$ cat src/include/rename_consts.svh
`ifndef RENAME_CONSTS_SVH
`define RENAME_CONSTS_SVH

// Group sizes.
`define FETCH_WIDTH   4
`define COMMIT_WIDTH  4

// Sources per instruction.
`define SRC_NUM       2

// Architectural register file of one class.
`define VREG_NUM      32
`define VREG_WIDTH    5

// Physical tag.
`define PREG_WIDTH    7

`endif
$ cat src/hw/rename_pkg.sv
`include "rename_consts.svh"

package rename_pkg;

    typedef logic [`VREG_WIDTH-1:0] vreg_t;
    typedef logic [`PREG_WIDTH-1:0] preg_t;

    // ~~~~~~~~~~~~~~~~~~~~
    // Rename side
    // ~~~~~~~~~~~~~~~~~~~~

    // One instruction entering rename.
    typedef struct packed {
        logic                       valid;
        logic                       we;
        logic                       fp;
        vreg_t [`SRC_NUM-1:0]       vsrc;
        logic  [`SRC_NUM-1:0]       src_fp;
        vreg_t                      vrd;
        preg_t                      prd;
    } rename_slot_t;

    typedef struct packed {
        preg_t [`SRC_NUM-1:0]       psrc;
        preg_t                      old_prd;
    } rename_result_t;

    // ~~~~~~~~~~~~~~~~~~~~
    // Commit and walk side
    // ~~~~~~~~~~~~~~~~~~~~

    // Shared by commit groups and walk groups.
    typedef struct packed {
        logic                       en;
        logic                       we;
        logic                       fp;
        vreg_t                      vrd;
        preg_t                      prd;
        preg_t                      old_prd;
    } commit_slot_t;

    typedef struct packed {
        logic                       valid;
        preg_t                      prd;
    } free_slot_t;

    // One write port of a map bank.
    typedef struct packed {
        logic                       we;
        vreg_t                      waddr;
        preg_t                      wdata;
    } rat_wr_t;

endpackage

$ cat src/hw/intra_group_bypass.sv
`timescale 1ns/100ps
`include "rename_consts.svh"

module intra_group_bypass
    import rename_pkg::*;
(
    input  rename_slot_t   [`FETCH_WIDTH-1:0]               rename_group,
    input  preg_t          [`FETCH_WIDTH-1:0][`SRC_NUM-1:0] lookup_psrc,
    input  preg_t          [`FETCH_WIDTH-1:0]               lookup_old_prd,
    output rename_result_t [`FETCH_WIDTH-1:0]               rename_result
);

    logic [`FETCH_WIDTH-1:0] writes_dst;

    always_comb begin
        for (int j = 0; j < `FETCH_WIDTH; j++) begin
            writes_dst[j] = rename_group[j].valid && rename_group[j].we;
        end
    end

    // Older slots are scanned first, so the nearest writer is applied last.
    always_comb begin
        for (int i = 0; i < `FETCH_WIDTH; i++) begin
            rename_result[i].psrc    = lookup_psrc[i];
            rename_result[i].old_prd = lookup_old_prd[i];

            for (int j = 0; j < i; j++) begin
                for (int s = 0; s < `SRC_NUM; s++) begin
                    // Class must match too.
                    if (writes_dst[j] &&
                        (rename_group[j].fp == rename_group[i].src_fp[s]) &&
                        (rename_group[j].vrd == rename_group[i].vsrc[s])) begin
                        rename_result[i].psrc[s] = rename_group[j].prd;
                    end
                end

                if (writes_dst[j] &&
                    (rename_group[j].fp == rename_group[i].fp) &&
                    (rename_group[j].vrd == rename_group[i].vrd)) begin
                    rename_result[i].old_prd = rename_group[j].prd;
                end
            end
        end
    end

endmodule

$ cat config.mk
export PLATFORM = sky130hd
export DESIGN_NAME = intra_group_bypass
export DESIGN_NICKNAME = d
export VERILOG_FILES = /design/src/hw/rename_pkg.sv /design/src/hw/intra_group_bypass.sv
export VERILOG_INCLUDE_DIRS = /design/src /design/src/include
export SDC_FILE = /design/constraint.sdc
export NUM_CORES = 1
export LEC_CHECK = 0
export BUFFER_PORTS_ARGS = -buffer_cell sky130_fd_sc_hd__buf_2
export CAP_MARGIN = 20
export CORE_AREA = 2 2 106 108
export DETAILED_ROUTE_END_ITERATION = 10
export DIE_AREA = 0 0 108 110
export GPL_TIMING_DRIVEN = 0
export PLACE_DENSITY = 0.67
export SLEW_MARGIN = 20
export SYNTH_ARGS = -nofsm -noshare
export SYNTH_HDL_FRONTEND = slang
export SYNTH_SLANG_ARGS = --single-unit
$ cat constraint.sdc
create_clock -name vclk -period 6.1
set_input_delay 0.61 -clock vclk [all_inputs]
set_output_delay 0.61 -clock vclk [all_outputs]
set_load 0.02 [all_outputs]
# Word level (Yosys, flattened, before mapping)
# Cells that the tools add are included.
# totals
reg_bits,0
latch_bits,0
mem_bits_rw,0
mem_bits_ro,0
out_inout_bits,84
elab_cells,93
mem_count,0
# op_classes
n_addsub,0
mul,0
div_mod_pow,0
n_lt_le_gt_ge,0
n_eq_ne,36
shift,0
mux,18
bitwise_logic,0
reduce_logical,39
# ops
op,count
7-bit two-way mux,18
5-bit == test,18
1-bit logical AND,39
1-bit == test,18

# Longest topological paths before layout
# Gate-level depths: netlist of run 1.
# depth
depth_word,6
mapped_depth,7
depth_no_buf,5

# Worst setup path after synthesis of run 1
# No wires, ideal clock.
# synth_timing
kind,input -> output
from,input rename_group[11] (netlist bit)
to,output rename_result[68] (netlist bit)
arrival_time_ns,2.575
required_ns,5.490
slack_ns,2.915
cell_stages,6
n_path_buf,1
path_cell_list,buf_4 > xor2_1 > or4_4 > nor4_4 > mux2i_1 > a221oi_2
# synth_rtl
item,line,source
from (decl),intra_group_bypass.sv:7,"input rename_slot_t [`FETCH_WIDTH-1:0] rename_group,"
to (decl),intra_group_bypass.sv:10,output rename_result_t [`FETCH_WIDTH-1:0] rename_result

==> flow_metrics.env, run 1 <==
export IMPL_ctsResizeCount=0
export IMPL_status="finished, final reports clean"
export IMPL_drc=0
export IMPL_worst_pin_slew_ps=768.7
export IMPL_slew_headroom=0.4833
export IMPL_overflow=0
export IMPL_grt_total_usage=0.1989
export IMPL_drt_iter0_markers=216
export IMPL_place_ws_ps=2538
export IMPL_synth_mux_area_frac=0.2078
export IMPL_syn_nets=576
export IMPL_crit_required_ps=5490
export IMPL_cap_violations=0
export IMPL_crit_chain="clkbuf_1 > xor2_1 > nor4_1 > nand4_1 > and2_0 > clkbuf_1 > a211oi_1 > buf_2"
export IMPL_setup_viol=0
export IMPL_fp_dieW_um=108
export IMPL_synth_top_family_by_area="XOR/XNOR gates"
export IMPL_dieArea_sq_mm=0.01188
export IMPL_worstSetupPathType="in -> out"
export IMPL_timing_critical_path_buf_inv=3
export IMPL_place_area_sq_mm=0.004045
export IMPL_slowest_stage="clkbuf_1"
export IMPL_synth_area_per_cell_sq_um=7.354
export IMPL_crit_path_max_fanout=8
export IMPL_fin_nets=787
export IMPL_multiInputGateArea_sq_mm=0.002481
export IMPL_synth_distinct_cells=31
export IMPL_hpwl_um=10850
export IMPL_synth_fa_ha_area_frac=0
export IMPL_gp_congestion=0.8201
export IMPL_synthSimpleGateAreaFrac=0.1963
export IMPL_cp_start_kind="input port"
export IMPL_stdcell_area_sq_mm=0.004045
export IMPL_min_period_ps=3525
export IMPL_holdBufCountCts=0
export IMPL_fillers=1196
export IMPL_finalHoldViolCount=0
export IMPL_ioPinCount=276
export IMPL_synth_compound_area_frac=0.1396
export IMPL_slowest_delay_ps=470
export IMPL_max_vdd_ir_drop_mv=0.04054
export IMPL_start_util=0.2640
export IMPL_fmax_ghz=0.2837
export IMPL_wl_um=13110
export IMPL_yosysTopAreaCell="xor2_1"
export IMPL_report_final_slew_viol_count=0
export IMPL_n_antenna_cell=0
export IMPL_synthCells=384
export IMPL_seq_cells=0
export IMPL_ys_warn_count=0
export IMPL_grt_first_pass_wirelength_um=18290
export IMPL_fp_coreArea_sq_mm=0.01070
export IMPL_areaGrowthSynthToFinish_pct=43.24
export IMPL_drt_pass1_iter_count=5
export IMPL_via_per_inst=4.914
export IMPL_grt_pass1_vias=3328
export IMPL_whs_ps=1437
export IMPL_wire_per_inst_um=17.89
export IMPL_fp_row_count=38
export IMPL_syn_cell_area_sq_mm=0.002824
export IMPL_synth_most_common_cell="xor2_1"
export IMPL_crit_path_end_kind="output port"
export IMPL_synth_xor_area_share=0.3350
export IMPL_rsz0062_at_grt="no"
export IMPL_power_density_mw_per_mm2=70.90
export IMPL_regArea_sq_um=0
export IMPL_detail_route_antenna_nets=0
export IMPL_port_buffer_count=209
export IMPL_grt_max_degree=11
export IMPL_worstPathArrival_ps=2920
export IMPL_crit_top_cell="clkbuf_1"
export IMPL_finalCritPeriodShare=0.5779
export IMPL_synth_area_leaders="xor2_1 (19%), xnor2_1 (15%), mux2i_1 (12%)"
export IMPL_hold_path_class="in -> out"
export IMPL_tns_ps=0
export IMPL_synth_top_cell_area_share=0.1892
export IMPL_crit_family="simple AND/OR/NAND/NOR gates"
export IMPL_antenna_found_initial=1
export IMPL_dr_total_vias=3602
export IMPL_ys_seq_area_frac=0
export IMPL_synth_common_cells="xor2_1 (61), xnor2_1 (47), nor2_1 (37)"
export IMPL_clkbuf_count=0
export IMPL_layout_drive_gt1_share=0.4519
export IMPL_leakagePower_uw=0.002051
export IMPL_die_y_um=110
export IMPL_postCtsSetupBuffers=0
export IMPL_fin_ws_ps=2575
-- per-stage QoR --
stage,instances,utilization,power (uW)
after floorplan,384,-,172.5
after global placement,733,0.3781,283.4
after detailed placement,733,0.3781,285.9
after CTS,733,0.3781,286.9
after global routing,733,0.3781,307.8
final,733,0.3781,286.8
-- logic make-up (layout without fill, tap and decap cells) --
family,Yosys count,count (layout)
buffers and inverters,61,270
AO/OA/AOI/OAI,56,56
multiplexers,56,56
AND/OR/NAND/NOR,103,103
XOR/XNOR,108,108
-- final cells by class --
cell class	count	share of cell area
Multi-Input combinational cell	323	0.6134
Timing Repair Buffer	209	0.2586
Buffer	54	0.07826
Tap cell	140	0.04330
Inverter	7	0.006496
-- power by group --
| part | total, uW | internal, uW | switching, uW |
|---|---|---|---|
| Combinational | 287 | 124 | 163 |
| Clock | 0 | 0 | 0 |
| Sequential | 0 | 0 | 0 |
-- worst paths after layout --
path / startpoint / endpoint / slack (ps) / depth (start not counted)
max: rename_group[36] / rename_result[78] / 2570 / 8
min: lookup_old_prd[0] / rename_result[0] / 1440 / 2
-- placed cells by master, fill, tap and decap left out --
cell type / synthesis / routed
nand2_1: 9 / 9
buf_6: 4 / 4
o21ai_0: 7 / 7
and4_1: 2 / 2
a221oi_1: 7 / 7
and2_0: 1 / 1
nor4_4: 1 / 1
buf_4: 22 / 22
nand2_4: 1 / 1
nor2_1: 37 / 37
buf_1: 8 / 8
nor2b_1: 1 / 1
or4_4: 1 / 1
xor2_1: 61 / 61
nor4_2: 1 / 1
and3_1: 8 / 8
nor3_1: 7 / 7
o21ai_1: 7 / 7
a221oi_2: 7 / 7
nand4_1: 15 / 15
mux2_2: 21 / 21
xnor2_1: 47 / 47
mux2i_1: 35 / 35
nor4_1: 16 / 16
inv_1: 7 / 7
buf_2: 1 / 210
a211oi_1: 7 / 7
nand3_1: 2 / 2
and2_1: 1 / 1
clkbuf_1: 19 / 19
a21oi_1: 21 / 21
-- layer usage --
layer | up-vias | wire (um) | global-route usage | share of wire
met2 | 212 | 6789 | 0.3814 | 0.52
li1 | 1752 | - | - | -
met5 | - | 7 | 0 | 0.00053
met4 | 2 | 199 | 0.03846 | 0.015
met3 | 16 | 1090 | 0.02704 | 0.083
met1 | 1620 | 5027 | 0.2361 | 0.38
No activity file was read; power rests on OpenSTA's default activity.
==> run 2: changes to the inputs <==
Settings changed: PLACE_DENSITY 0.67 to 0.69.
Clock period 6.1 ns to 3 ns, I/O delays scaled along.
==> run 2 against run 1 <==
  * Flip-flop and latch count unchanged
  * Largest cell class unchanged
  * Hold slack got worse by 620 ps
  * Final cell count unchanged
  * Global-route usage decreased by 0.22 points
  * Via count increased by 0.28%
  * Sequential share of layout area unchanged
==> flow_metrics.env, run 2 (same netlist as run 1, synthesis figures left out) <==
export IMPL_status="finished, final reports clean"
export IMPL_final_cells=733
export IMPL_drt_pass1_iter_count=5
export IMPL_power_density_mw_per_mm2=143.5
export IMPL_dp_cells=733
export IMPL_crit_start="rename_group[62]"
export IMPL_crit_top_cell="clkbuf_1"
export IMPL_leakagePower_uw=0.002060
export IMPL_wire_per_inst_um=17.36
export IMPL_dr_total_vias=3612
export IMPL_place_ws_ps=88.19
export IMPL_finalHoldViolCount=0
export IMPL_fp_coreArea_sq_mm=0.01070
export IMPL_crit_path_max_fanout=8
export IMPL_max_vdd_ir_drop_mv=0.08372
export IMPL_worstPathArrival_ps=2550
export IMPL_crit_chain="clkbuf_1 > xor2_1 > nor4_1 > nand4_1 > and2_0 > clkbuf_1 > a211oi_1 > buf_2"
export IMPL_met3_usage=0.01999
export IMPL_via_per_inst=4.928
export IMPL_slowest_delay_ps=400
export IMPL_rsz0062_at_grt="no"
export IMPL_hold_path_class="in -> out"
export IMPL_seq_cells=0
export IMPL_whs_ps=816.9
export IMPL_endpoint="rename_result[77]"
export IMPL_fp_dieW_um=108
export IMPL_overflow=0
export IMPL_report_final_slew_viol_count=0
export IMPL_grt_max_degree=11
export IMPL_total_power_uw=580.8
export IMPL_regArea_sq_um=0
export IMPL_wl_um=12730
export IMPL_layout_commonest_cell="buf_2"
export IMPL_mostFrequentLayoutCells="buf_2 (210), xor2_1 (61), xnor2_1 (47), nor2_1 (37), mux2i_1 (35)"
export IMPL_grt_use_met2=0.3679
export IMPL_cap_violations=0
export IMPL_fillers=1222
export IMPL_fin_ws_ps=154.1
export IMPL_n_antenna_cell=0
export IMPL_dieArea_sq_mm=0.01188
export IMPL_worst_pin_slew_ps=836.2
export IMPL_min_period_ps=2846
export IMPL_grt_first_pass_wirelength_um=18290
export IMPL_postCtsSetupBuffers=0
export IMPL_drc=0
export IMPL_setup_viol=0
export IMPL_start_util=0.2640
export IMPL_fp_row_count=38
export IMPL_die_y_um=110
export IMPL_tns_ps=0
export IMPL_slew_headroom=0.4414
export IMPL_grt_total_usage=0.1967
export IMPL_clkbuf_count=0
export IMPL_finalCritPeriodShare=0.9486
export IMPL_use_met1=0.2407
export IMPL_fmax_ghz=0.3514
export IMPL_slowest_stage="nand4_1"
export IMPL_crit_path_end_kind="output port"
export IMPL_crit_required_ps=2700
export IMPL_port_buffer_count=209
export IMPL_drt_iter0_markers=253
export IMPL_hpwl_um=10410
export IMPL_cp_start_kind="input port"
export IMPL_busiest_layer="met2"
export IMPL_detail_route_antenna_nets=0
export IMPL_antenna_found_initial=0
export IMPL_ioPinCount=276
export IMPL_fin_nets=787
export IMPL_worstSetupPathType="in -> out"
export IMPL_areaGrowthSynthToFinish_pct=43.38
export IMPL_grt_pass1_vias=3471
export IMPL_layout_drive_gt1_share=0.4570
export IMPL_gp_congestion=0.8086
run 2: cell counts in the layout (fill, tap and decap cells not counted):
Identical to the previous run, type by type.
run 2: layout make-up:
class	count	area, sq um	area share
repair buffers	209	1046	0.2583
well taps	140	175.2	0.04326
inverters	7	26.28	0.006489
multi-input cells	323	2481	0.6128
plain buffers	54	320.3	0.07911
run 2: metrics by stage:
stage,cell area (sq um),utilization
6_report,4049,0.3785
5_1_grt,4049,0.3785
4_1_cts,4045,0.3781
3_5_place_dp,4045,0.3781
3_3_place_gp,4045,0.3781
2_1_floorplan,2824,-
run 2: what timing repair did:
action / CTS / global route
gates resized for setup: 0 / 6
hold buffers: 0 / 0
setup endpoints to repair: 0 / 4
run 2: worst min path at each step:
| stage | from | to | cells past startpoint |
|---|---|---|---|
| 6_report | lookup_psrc[6] | rename_result[13] | 2 |
| 5_1_grt | lookup_psrc[5] | rename_result[12] | 2 |
| 4_1_cts | lookup_psrc[5] | rename_result[12] | 2 |
| 3_5_place_dp | lookup_psrc[6] | rename_result[13] | 2 |
| 3_3_place_gp | lookup_psrc[11] | rename_result[18] | 2 |
| 2_1_floorplan | lookup_old_prd[0] | rename_result[0] | 1 |
run 2: power breakdown:
part,switching (uW),total (uW),internal (uW)
logic,328,581,253
registers,0,0,0
clock network,0,0,0
total,328,581,253
run 2: metal layers:
metal	vias up	part of all wire
li1	1764	-
met1	1621	0.38
met2	215	0.52
met3	12	0.085
met4	0	0.016
met5	-	0
run 2: worst max-delay path, delay by kind of cell:
kind	cells	cell delay, ps
simple gates	3	1030
buf+inv	3	740
compound gates	1	360
xor+xnor	1	120
